File: src/lcdPkg.sv
package lcdPkg;

	// ------------------------------
	// LCD pins, 4-bit write-only bus
	// ------------------------------
	typedef struct packed {
		logic enable; // E, latched by the panel on the falling edge
		logic regSel; // 0 command, 1 data
		logic [3:0] data; // DB7..DB4
	} lcdBusT;

	// wait kinds, each maps to a cycle count inside the timer
	typedef enum logic [2:0] {
		delayPowerOn, // supply settle, 15 ms
		delayWake1, // after first 0x3, 4.1 ms
		delayWake2, // after second 0x3, 100 us
		delayCmd, // ordinary command or data, 40 us
		delayClear, // clear display is slow, 1.64 ms
		delayRefresh // idle time before the message is redrawn
	} lcdDelayT;

	// one entry of the step table
	typedef struct packed {
		logic isData; // drives regSel
		logic singleNibble; // wake-up writes send only value[7:4]
		logic [7:0] value;
		lcdDelayT waitKind; // wait after the last enable falls
	} lcdStepT;

	typedef logic [3:0] stepIndexT;

	// ------------------------------
	// step table layout
	// ------------------------------
	// 0..3 wake-up nibbles
	// 4..8 function set, entry mode, display on, clear, address
	// 9..  message characters
	localparam stepIndexT clearStep = 4'd7; // refresh loop re-enters here
	localparam stepIndexT firstMessageStep = 4'd9;
	localparam int messageLength = 4;
	localparam int stepCount = int'(firstMessageStep) + messageLength; // 13

	// text shown on line one, first character at index 0
	localparam logic [0:messageLength-1][7:0] lcdMessage = "Demo";

endpackage

File: src/lcdDelayTimer.sv
module lcdDelayTimer #(
	parameter int powerOnCycles = 750000,
	parameter int wake1Cycles = 205000,
	parameter int wake2Cycles = 5000,
	parameter int cmdCycles = 2000,
	parameter int clearCycles = 82000,
	parameter int refreshCycles = 25000000
) (
	input logic Clock,
	input logic rst,
	input logic waitStart,
	input lcdPkg::lcdDelayT waitKind,
	output logic waitDone
);
	import lcdPkg::*;

	function automatic int maxOf(input int a, input int b);
		return (a > b) ? a : b;
	endfunction

	// counter sized by the longest wait, the refresh in practice
	localparam int maxCycles = maxOf(maxOf(maxOf(powerOnCycles, wake1Cycles),
		maxOf(wake2Cycles, cmdCycles)), maxOf(clearCycles, refreshCycles));
	localparam int countWidth = $clog2(maxCycles + 1);

	logic [countWidth-1:0] loadValue; // N-1 for the requested kind
	logic [countWidth-1:0] count;
	logic busy;

	// ------------------------------
	// kind to cycle count
	// ------------------------------
	always_comb
	begin
		case (waitKind)
			delayPowerOn: loadValue = countWidth'(powerOnCycles - 1);
			delayWake1: loadValue = countWidth'(wake1Cycles - 1);
			delayWake2: loadValue = countWidth'(wake2Cycles - 1);
			delayClear: loadValue = countWidth'(clearCycles - 1);
			delayRefresh: loadValue = countWidth'(refreshCycles - 1);
			default: loadValue = countWidth'(cmdCycles - 1); // delayCmd
		endcase
	end

	// done on the cycle the count reaches zero, N cycles after start
	assign waitDone = busy && (count == '0);

	always_ff @(posedge Clock)
	begin
		if (rst)
		begin
			busy <= 1'b0;
			count <= '0;
		end
		else if (waitStart)
		begin
			busy <= 1'b1;
			count <= loadValue;
		end
		else if (waitDone)
			busy <= 1'b0; // spent, go idle
		else if (busy)
			count <= count - 1'b1;
	end

	// sequencer only asks for a new wait once the previous one is spent
	assert property (@(posedge Clock) disable iff (rst) waitStart |-> !busy);

endmodule

File: src/lcdNibbleWriter.sv
module lcdNibbleWriter #(
	parameter int pulseCycles = 12,
	parameter int nibbleGapCycles = 50
) (
	input logic Clock,
	input logic rst,
	input logic writeStart,
	input lcdPkg::lcdStepT step,
	output lcdPkg::lcdBusT lcdBus,
	output logic writeDone
);
	import lcdPkg::*;

	localparam int widthMax = (pulseCycles > nibbleGapCycles) ? pulseCycles : nibbleGapCycles;
	localparam int widthBits = $clog2(widthMax + 1);

	typedef enum logic [1:0] {
		idle,
		highPulse, // enable high, upper nibble
		gap, // enable low between nibbles
		lowPulse // enable high, lower nibble
	} phaseT;

	phaseT phase;
	logic [widthBits-1:0] widthCount; // cycles left in the current phase, minus one
	logic widthSpent;
	lcdStepT held; // step captured at start

	assign widthSpent = (widthCount == '0);

	// payload capture, only when a write is accepted
	always_ff @(posedge Clock)
	begin
		if (writeStart && (phase == idle))
			held <= step;
	end

	// ------------------------------
	// enable pulse shaping
	// ------------------------------
	always_ff @(posedge Clock)
	begin
		if (rst)
		begin
			phase <= idle;
			widthCount <= '0;
			lcdBus <= '0;
			writeDone <= 1'b0;
		end
		else
		begin
			writeDone <= 1'b0; // one-cycle pulse
			case (phase)
				idle:
				begin
					if (writeStart)
					begin
						lcdBus.enable <= 1'b1; // rises one cycle after start
						lcdBus.regSel <= step.isData;
						lcdBus.data <= step.value[7:4]; // high nibble first
						widthCount <= widthBits'(pulseCycles - 1);
						phase <= highPulse;
					end
				end
				highPulse:
				begin
					if (widthSpent)
					begin
						lcdBus.enable <= 1'b0;
						if (held.singleNibble)
						begin
							writeDone <= 1'b1; // wake-up write ends here
							phase <= idle;
						end
						else
						begin
							widthCount <= widthBits'(nibbleGapCycles - 1);
							phase <= gap;
						end
					end
					else
						widthCount <= widthCount - 1'b1;
				end
				gap:
				begin
					if (widthSpent)
					begin
						lcdBus.enable <= 1'b1;
						lcdBus.regSel <= held.isData;
						lcdBus.data <= held.value[3:0];
						widthCount <= widthBits'(pulseCycles - 1);
						phase <= lowPulse;
					end
					else
						widthCount <= widthCount - 1'b1;
				end
				lowPulse:
				begin
					if (widthSpent)
					begin
						lcdBus.enable <= 1'b0; // data stays on the pins
						writeDone <= 1'b1;
						phase <= idle;
					end
					else
						widthCount <= widthCount - 1'b1;
				end
				default: phase <= idle;
			endcase
		end
	end

	// sequencer never overlaps writes
	assert property (@(posedge Clock) disable iff (rst) writeStart |-> phase == idle);
	// no stray enable once a write has finished
	assert property (@(posedge Clock) disable iff (rst) (phase == idle) |-> !lcdBus.enable);

endmodule

File: src/lcdSequencer.sv
module lcdSequencer (
	input logic Clock,
	input logic rst,
	input lcdPkg::lcdStepT step,
	input logic writeDone,
	input logic waitDone,
	output lcdPkg::stepIndexT stepIndex,
	output logic writeStart,
	output logic waitStart,
	output lcdPkg::lcdDelayT waitKind,
	output logic ready
);
	import lcdPkg::*;

	typedef enum logic [1:0] {
		powerOnWait, // supply settle after reset
		write, // nibble writer busy
		stepWait, // per-step wait running
		refreshWait // message on screen, idle until redraw
	} seqStateT;

	seqStateT state;
	logic launched; // power-on wait already requested
	logic lastStep;

	assign lastStep = (int'(stepIndex) == stepCount - 1);

	// ------------------------------
	// step walker
	// ------------------------------
	always_ff @(posedge Clock)
	begin
		if (rst)
		begin
			state <= powerOnWait;
			launched <= 1'b0;
			stepIndex <= '0;
			writeStart <= 1'b0;
			waitStart <= 1'b0;
			waitKind <= delayPowerOn;
			ready <= 1'b0;
		end
		else
		begin
			// start and ready are single-cycle pulses
			writeStart <= 1'b0;
			waitStart <= 1'b0;
			ready <= 1'b0;
			case (state)
				powerOnWait:
				begin
					if (!launched)
					begin
						waitStart <= 1'b1; // first cycle out of reset
						waitKind <= delayPowerOn;
						launched <= 1'b1;
					end
					else if (waitDone)
					begin
						writeStart <= 1'b1; // step 0, first wake-up nibble
						state <= write;
					end
				end
				write:
				begin
					if (writeDone)
					begin
						waitStart <= 1'b1;
						waitKind <= step.waitKind; // table says how long
						state <= stepWait;
					end
				end
				stepWait:
				begin
					if (waitDone && lastStep)
					begin
						ready <= 1'b1; // message complete
						waitStart <= 1'b1;
						waitKind <= delayRefresh;
						stepIndex <= clearStep; // redraw starts with clear
						state <= refreshWait;
					end
					else if (waitDone)
					begin
						stepIndex <= stepIndex + 1'b1;
						writeStart <= 1'b1; // rom answers same cycle
						state <= write;
					end
				end
				refreshWait:
				begin
					if (waitDone)
					begin
						writeStart <= 1'b1;
						state <= write;
					end
				end
				default: state <= powerOnWait;
			endcase
		end
	end

	// table has only stepCount entries
	assert property (@(posedge Clock) disable iff (rst) int'(stepIndex) < stepCount);

endmodule

File: src/lcdStepRom.sv
module lcdStepRom (
	input lcdPkg::stepIndexT stepIndex,
	output lcdPkg::lcdStepT step
);
	import lcdPkg::*;

	localparam int messageBits = $clog2(messageLength);

	stepIndexT messageIndex; // offset into lcdMessage

	// ------------------------------
	// entry builders
	// ------------------------------
	function automatic lcdStepT wakeStep(input logic [3:0] nibble, input lcdDelayT kind);
		// nibble rides in the upper half, lower half never sent
		return '{isData: 1'b0, singleNibble: 1'b1, value: {nibble, 4'h0}, waitKind: kind};
	endfunction

	function automatic lcdStepT cmdStep(input logic [7:0] code, input lcdDelayT kind);
		return '{isData: 1'b0, singleNibble: 1'b0, value: code, waitKind: kind};
	endfunction

	function automatic lcdStepT dataStep(input logic [7:0] character);
		return '{isData: 1'b1, singleNibble: 1'b0, value: character, waitKind: delayCmd};
	endfunction

	assign messageIndex = stepIndex - firstMessageStep;

	always_comb
	begin
		step = cmdStep(8'h00, delayCmd); // unused indices, never reached
		case (stepIndex)
			4'd0: step = wakeStep(4'h3, delayWake1); // 8-bit mode, first try
			4'd1: step = wakeStep(4'h3, delayWake2);
			4'd2: step = wakeStep(4'h3, delayCmd);
			4'd3: step = wakeStep(4'h2, delayCmd); // switch to 4-bit
			4'd4: step = cmdStep(8'h28, delayCmd); // function set, 2 lines 5x8
			4'd5: step = cmdStep(8'h06, delayCmd); // entry mode, increment no shift
			4'd6: step = cmdStep(8'h0C, delayCmd); // display on, cursor off
			clearStep: step = cmdStep(8'h01, delayClear); // clear display
			4'd8: step = cmdStep(8'h80, delayCmd); // DD RAM address 0
			default:
			begin
				// message characters
				if ((stepIndex >= firstMessageStep) && (int'(stepIndex) < stepCount))
					step = dataStep(lcdMessage[messageIndex[messageBits-1:0]]);
			end
		endcase
	end

endmodule

File: src/lcdTop.sv
module lcdTop #(
	parameter int pulseCycles = 12, // 240 ns enable at 50 MHz
	parameter int nibbleGapCycles = 50, // 1 us between nibbles
	parameter int powerOnCycles = 750000,
	parameter int wake1Cycles = 205000,
	parameter int wake2Cycles = 5000,
	parameter int cmdCycles = 2000,
	parameter int clearCycles = 82000,
	parameter int refreshCycles = 25000000 // half a second
) (
	input logic Clock,
	input logic rst,
	output lcdPkg::lcdBusT lcdBus,
	output logic ready
);
	import lcdPkg::*;

	stepIndexT stepIndex;
	lcdStepT step; // current table entry
	logic writeStart;
	logic writeDone;
	logic waitStart;
	lcdDelayT waitKind;
	logic waitDone;

	// ------------------------------
	// control
	// ------------------------------
	lcdSequencer u_sequencer (
		.Clock(Clock),
		.rst(rst),
		.step(step),
		.writeDone(writeDone),
		.waitDone(waitDone),
		.stepIndex(stepIndex),
		.writeStart(writeStart),
		.waitStart(waitStart),
		.waitKind(waitKind),
		.ready(ready)
	);

	lcdStepRom u_stepRom (
		.stepIndex(stepIndex),
		.step(step)
	);

	// ------------------------------
	// timing blocks
	// ------------------------------
	lcdDelayTimer #(
		.powerOnCycles(powerOnCycles),
		.wake1Cycles(wake1Cycles),
		.wake2Cycles(wake2Cycles),
		.cmdCycles(cmdCycles),
		.clearCycles(clearCycles),
		.refreshCycles(refreshCycles)
	) u_delayTimer (
		.Clock(Clock),
		.rst(rst),
		.waitStart(waitStart),
		.waitKind(waitKind),
		.waitDone(waitDone)
	);

	lcdNibbleWriter #(
		.pulseCycles(pulseCycles),
		.nibbleGapCycles(nibbleGapCycles)
	) u_nibbleWriter (
		.Clock(Clock),
		.rst(rst),
		.writeStart(writeStart),
		.step(step),
		.lcdBus(lcdBus), // straight to the pins
		.writeDone(writeDone)
	);

endmodule
File: config.mk
export PLATFORM = sky130hd
export DESIGN_NAME = lcdTop
export DESIGN_NICKNAME = d
export VERILOG_FILES = /design/src/lcdPkg.sv /design/src/lcdDelayTimer.sv /design/src/lcdNibbleWriter.sv /design/src/lcdSequencer.sv /design/src/lcdStepRom.sv /design/src/lcdTop.sv
export SDC_FILE = /design/constraint.sdc
export NUM_CORES = 1
export LEC_CHECK = 0
export ABC_AREA = 1
export ABC_CLOCK_PERIOD_IN_PS = 3300
export BUFFER_PORTS_ARGS = -buffer_cell sky130_fd_sc_hd__buf_2
export CORE_UTILIZATION = 59
export CTS_CLUSTER_SIZE = 8
export DETAILED_ROUTE_END_ITERATION = 7
export GPL_TIMING_DRIVEN = 1
export PLACE_DENSITY = 0.76
export SLEW_MARGIN = 5
export SYNTH_ARGS = -nofsm -noshare
export SYNTH_HDL_FRONTEND = slang
export SYNTH_SLANG_ARGS = --single-unit
File: constraint.sdc
create_clock -name Clock -period 3.3 [get_ports Clock]
set_input_delay 0.66 -clock Clock [delete_from_list [all_inputs] [get_ports Clock]]
set_output_delay 0.66 -clock Clock [all_outputs]
set_load 0.02 [all_outputs]
Word-level counts from Yosys, hierarchy flattened
Cells that the tools add are included.
- divide/modulo/power cells: 0
- equal/unequal tests: 31
- multiply operators: 0
- shift-type cells: 0
- reduce and logical (&&, ||, !) cells: 25
- mux-type cells: 51
- bitwise operators: 2
- $add $sub $neg: 4
- $lt $le $gt $ge: 3
- operators by type and width (kind ; number):
    one-hot mux 25 bit (5 select lines) ; 1
    one-hot mux 13 bit (9 select lines) ; 1
    2-to-1 mux 25 bit ; 3
    2-to-1 mux 6 bit ; 7
    logical NOT 25 bit ; 1
    subtractor 25 x 1 -> 25 bit (second input constant) ; 1
    one-hot mux 6 bit (4 select lines) ; 1
    equality test 4 x 3 -> 1 bit (second input constant) ; 5
    2-to-1 mux 2 bit ; 9
    binary-select mux 8 bit (select 2 bit) ; 1
    2-to-1 mux 8 bit ; 2
    one-hot mux 2 bit (4 select lines) ; 2
    != test 2 x 1 -> 1 bit (second input constant) ; 7
    2-to-1 mux 13 bit ; 1
    2-to-1 mux 1 bit ; 12
    one-hot mux 5 bit (2 select lines) ; 1
    2-to-1 mux 3 bit ; 3
    one-hot mux 1 bit (3 select lines) ; 3
    one-hot mux 3 bit (3 select lines) ; 1
    AND reduction 3 bit ; 3
    equality test 2 bit (second input constant) ; 4
    equality test 4 x 2 -> 1 bit (second input constant) ; 2
    2-to-1 mux 4 bit ; 2
    != test 2 bit (second input constant) ; 4
    26 further kinds ; 39
- output and inout bits: 7
- latch bits: 0
- ROM bits: 0
- input port bits: 2
- memories kept: 0
- RAM bits: 0
- bits in registers: 60
- logic and storage cells: 134

Logic depth before layout (Yosys ltp)
- depth after elaboration: 9
- depth in mapped cells: 14
- mapped depth without buffers: 14

Modules after synthesis
A second synthesis with hierarchy kept.
- cell total of the unflattened synthesis: 617
- area, all modules: 3990.1 µm²
- modules (own cells, without submodules) (module ; area each (µm²) ; instances ; seq. area each (µm²) ; cells each):
    lcdDelayTimer ; 1841.8 ; 1 ; 520.5 ; 321
    lcdNibbleWriter ; 1074.8 ; 1 ; 480.5 ; 138
    lcdSequencer ; 744.5 ; 1 ; 260.2 ; 104
    lcdStepRom ; 329.1 ; 1 ; 0.0 ; 54

Worst setup path before layout
OpenSTA, ideal clock, no wires.
- path type: register to register
- start point: register u_sequencer.stepIndex[0]
- end point: register, netlist name u_nibbleWriter.lcdBus[1]
- setup slack: 1.723 ns
- data required time: 3.230 ns
- stages on the path, launching flop included: 10
- period minus slack after synthesis: 1.577 ns
- data arrival time: 1.507 ns
- library setup time: 0.070 ns
- buffers on the path: 0
- cell sequence: dfxtp_1 > inv_1 > ha_1 > nor2_1 > a21oi_1 > nor2_1 > nand3_2 > o21ai_1 > nand2_1 > a21oi_1
- longest elaborated chain between the ends: 9
- elaborated cells between the ends (all ways): 21
- those cells by class: add/sub (1); order compare (2); eq/ne (8); mux (7); bitwise (1); reduce/logical (2)
- ends and longest elaborated chain (item ; line ; text):
    start: declaration ; lcdSequencer.sv:7 ; output lcdPkg::stepIndexT stepIndex,
    start signal: assignment ; lcdSequencer.sv:80 ; stepIndex <= clearStep;
    start signal: assignment ; lcdSequencer.sv:85 ; stepIndex <= stepIndex + 1'b1;
    subtractor 2 x 1 -> 2 bit ; lcdStepRom.sv:27 ; assign messageIndex = stepIndex - firstMessageStep;
    NOT 2 -> 3 bit (not written as such) ; lcdStepRom.sv:46 ; step = dataStep(lcdMessage[messageIndex[messageBits-1:0]]);
    binary-select mux 8 bit (select 2 bit) ; lcdStepRom.sv:46 ;
    2-to-1 mux 8 bit (not written as such) (2 in a row) ; lcdStepRom.sv:46 ;
    2-to-1 mux 13 bit ; lcdStepRom.sv:45 ; if ((stepIndex >= firstMessageStep) && (int'(stepIndex) < stepCount))
    one-hot mux 13 bit (9 select lines) * ; lcdStepRom.sv:32 ; case (stepIndex)
    2-to-1 mux 6 bit * ; lcdNibbleWriter.sv:56 ; if (writeStart)
    one-hot mux 5 bit (2 select lines) * ; lcdNibbleWriter.sv:53 ; case (phase)
Mark *: on every way between the ends. The rest lies on a longest branch, timed or not. The select of a mux whose other input is x is not followed.
A chain may end at the register's enable or synchronous reset.

Final worst setup path
- start point: register u_sequencer.waitStart
- end point: register u_delayTimer.count[5]
- longest elaborated chain between the ends: 2
- elaborated cells between the ends (all ways): 4
- those cells by class: eq/ne (1); mux (1); reduce/logical (2)
- ends and longest elaborated chain (item ; line ; text):
    start: declaration ; lcdSequencer.sv:9 ; output logic waitStart,
    start signal: assignment ; lcdSequencer.sv:39 ; waitStart <= 1'b0;
    start signal: assignment ; lcdSequencer.sv:47 ; waitStart <= 1'b0;
    start signal: assignment ; lcdSequencer.sv:54 ; waitStart <= 1'b1;
    != test 2 bit (no line) / nonzero test 2 bit (equally long branches) ; - ;
    AND reduction 2 bit (no line) ; - ;
    end signal: assignment ; lcdDelayTimer.sv:58 ; count <= loadValue;
    end signal: assignment ; lcdDelayTimer.sv:63 ; count <= count - 1'b1;
    end: declaration ; lcdDelayTimer.sv:27 ; logic [countWidth-1:0] count;
Several ways; a longest one is shown, not always the timed one.

==> impl_metrics.toml <==
[synth]
synth-seq-cells = 60
postSynth.asyncResetShare_pct = 0
avgSynthCellArea_um2 = 7.089
ys.flop_type = "dfxtp_1"
synth_warnings = 0
ys_seq_area_share_pct = 34.54
yosysUniqueCellTypes = 47
netlist_instances = 515
synth-edff-count = 6
synthesis.area_mm2 = 0.003651
synth_nets = 531

[placed_design]
dp_hpwl_mm = 5.984
io_buffers = 8
place.gp.congestion = 0.8967
dp_cells = 591

[cts]
cts_tree = "done"
htreeDepth = 3
clkTransAtPathRegs_ns = 0.08
postCtsSetupRepairBufs = 0
cts-root-buf = "clkbuf_8"
cts-hold-fix-buffers = 0
cts_sinks = 60
clockBufferDepth = 2
clk_latency_ns = 0.34
cts_buffers = 9
post_cts_resized = 0

[critical_path]
cp_max_fo = 17
worstSetupPathType = "reg2reg"
crit_arrival_ns = 2.19
cp-end-kind = "flop"
startpoint_type = "flop"
required_ns = 3.57

[grt]
antenna_found_initial = 0
grt_pass1_wl_mm = 14.17
gr-total-overflow = 0
track_usage_pct = 28.25
grt_pass1_vias = 3161
grt_max_degree = 28

[routing]
dr.pass1.iters = 7
drt-met1-wl_mm = 3.962
vias_per_cell = 5.649
drc = 0
num_vias = 3429
route.met3.wl_um = 515
drt-total-wl_mm = 8.414
wl_per_cell_um = 13.86
ant_nets = 0
top_layer_used = "met4"
met2_length_mm = 3.780
drt-initial-drc-count = 256

[final_layout]
nFillCells = 543
drive_gt1_share_pct = 13.72
syn_to_final_growth_pct = 8.293
fin_nets = 543
final_cells = 607
antenna_cells = 0

[floorplan]
start_util_pct = 61.30
io_pins = 9
core_mm2 = 0.005956
die_height_um = 80.67
die_w_um = 80.67
rows = 28
die-area_mm2 = 0.006507

[pwr]
pwr-share-comb_pct = 38.4
sw_frac_of_total_pct = 41.65
power_density_mw_per_mm2 = 660.6
power.leakage_uw = 0.001888
clockPowerShare_pct = 26.1
pwr-share-seq_pct = 35.5
power_switching_uw = 1088
ir_drop_v = 0.0003718
power.internal_uw = 1524

[timing]
finalSetupTns_ns = 0
fin_crit_sh_pct = 58.21
hold_viol = 0
max_freq_ghz = 0.5206
finalSetupViolCount = 0
skew_ns = 0.01019
rsz0062_at_grt = "false"
relSlewSlack_pct = 58.22
worstMarginPinSlew_ns = 0.6219
timing.final.max_slew_violations = 0
min_period_ns = 1.921

[hold_path]
hold_class = "reg2reg"

[job]
cap_viol_max_count = 0

[run_status]
status = "complete, no violations"
==> critical path: stages, from the launching register on <==
cell	delay (ns)
dfxtp_1	0.63
inv_2	0.29
nor2_1	0.20
o21ai_0	0.17
a21oi_1	0.24
or2_2	0.16
a21oi_2	0.05
a21oi_1	0.12
==> worst paths after layout <==
path                                               start                        to  slack (ns)  cells past startpoint
worst min-delay path            u_nibbleWriter.lcdBus[5]  u_nibbleWriter.lcdBus[5]        0.49                      2
worst max register to register     u_sequencer.waitStart     u_delayTimer.count[5]        1.38                      7
worst max-delay path               u_sequencer.waitStart     u_delayTimer.count[5]        1.38                      7
worst min register to register  u_nibbleWriter.lcdBus[5]  u_nibbleWriter.lcdBus[5]        0.49                      2
==> metrics by stage <==
stage / worst slack [ns] / area (um^2) / utilization [%] / power, uW / hold WS (ns)
after floorplan: 1.723 / 3651 / - / 1715 / 0.4628
after global placement: 1.399 / 3754 / 63.03 / 1903 / 0.4715
after detailed placement: 1.354 / 3754 / 63.03 / 1919 / 0.4772
after CTS: 1.443 / 3954 / 66.39 / 2596 / 0.4871
after global routing: 1.227 / 3954 / 66.39 / 2787 / 0.5198
final: 1.379 / 3954 / 66.39 / 2612 / 0.4942
==> sequential cells by signal, summed over array words and instances (netlist names), named ones only <==
signal,count
u_nibbleWriter.held,6
u_sequencer.state,2
u_nibbleWriter.phase,1
u_sequencer.waitStart,1
u_nibbleWriter.lcdBus,6
u_sequencer.launched,1
u_sequencer.writeStart,1
u_delayTimer.count,25
u_sequencer.waitKind,3
u_sequencer.ready,1
u_sequencer.stepIndex,4
u_nibbleWriter.widthCount,6
u_delayTimer.busy,1
u_nibbleWriter.writeDone,1
==> power groups by stage <==
stage	Clock [uW]	Sequential, uW	Combinational [uW]
2_1_floorplan	0	923	793
3_3_place_gp	0	940	964
3_5_place_dp	0	941	978
4_1_cts	684	924	988
5_1_grt	723	940	1120
6_report	681	927	1000
==> synthesized netlist by cell type, types with 8 or more instances <==
cell type,n,share of area (%)
a21oi_1,45,6.2
dfxtp_1,54,30
ha_1,14,4.8
inv_1,60,6.2
inv_2,8,0.82
nand2_1,90,9.3
nand3_1,23,3.2
nor2_1,62,6.4
nor2_2,12,2.1
nor3_1,8,1.1
o21ai_0,38,5.2
o21ai_1,15,2.1
xor2_1,10,2.4
==> layer usage <==
| layer | vias up | GRT usage, % |
|---|---|---|
| met5 | - | 0 |
| met4 | 0 | 11.43 |
| met3 | 18 | 5.909 |
| met2 | 127 | 45.25 |
| met1 | 1556 | 36.63 |
| li1 | 1728 | - |
==> cells by family (layout without fill, tap and decap cells) <==
group           after synthesis  after routing  synth area share (%)
buf+inv                      77             94                 8.156
compound gates              122            122                 18.57
simple gates                231            231                 31.29
xor+xnor                     11             11                 2.639
flops                        60             60                 34.54
fa+ha+maj                    14             14                 4.798
==> cells in the final DEF (no fill, tap or decap), drive strengths merged, types with 2 or more instances in the layout <==
cell	Yosys	layout
nand2	104	104
nor2	79	79
inv	68	69
dfxtp	54	54
o21ai	53	53
a21oi	46	46
nand3	26	26
ha	14	14
xor2	10	10
clkbuf	6	10
nor3	9	9
buf	2	9
nand4	7	7
o22ai	6	6
edfxtp	6	6
o211ai	4	4
clkinv	1	4
a211oi	3	3
and3	2	2
o211a	2	2
==> final cells by class <==
| class | count | area [um^2] | area share, % |
|---|---|---|---|
| Clock buffer | 10 | 137.6 | 3.481 |
| Multi-Input combinational cell | 378 | 2092 | 52.91 |
| Tap cell | 75 | 93.84 | 2.373 |
| Inverter | 69 | 259.0 | 6.551 |
| Clock inverter | 6 | 62.56 | 1.582 |
| Sequential cell | 60 | 1261 | 31.90 |
| Timing Repair Buffer | 9 | 47.55 | 1.203 |
No activity file was read; power rests on OpenSTA's default activity.
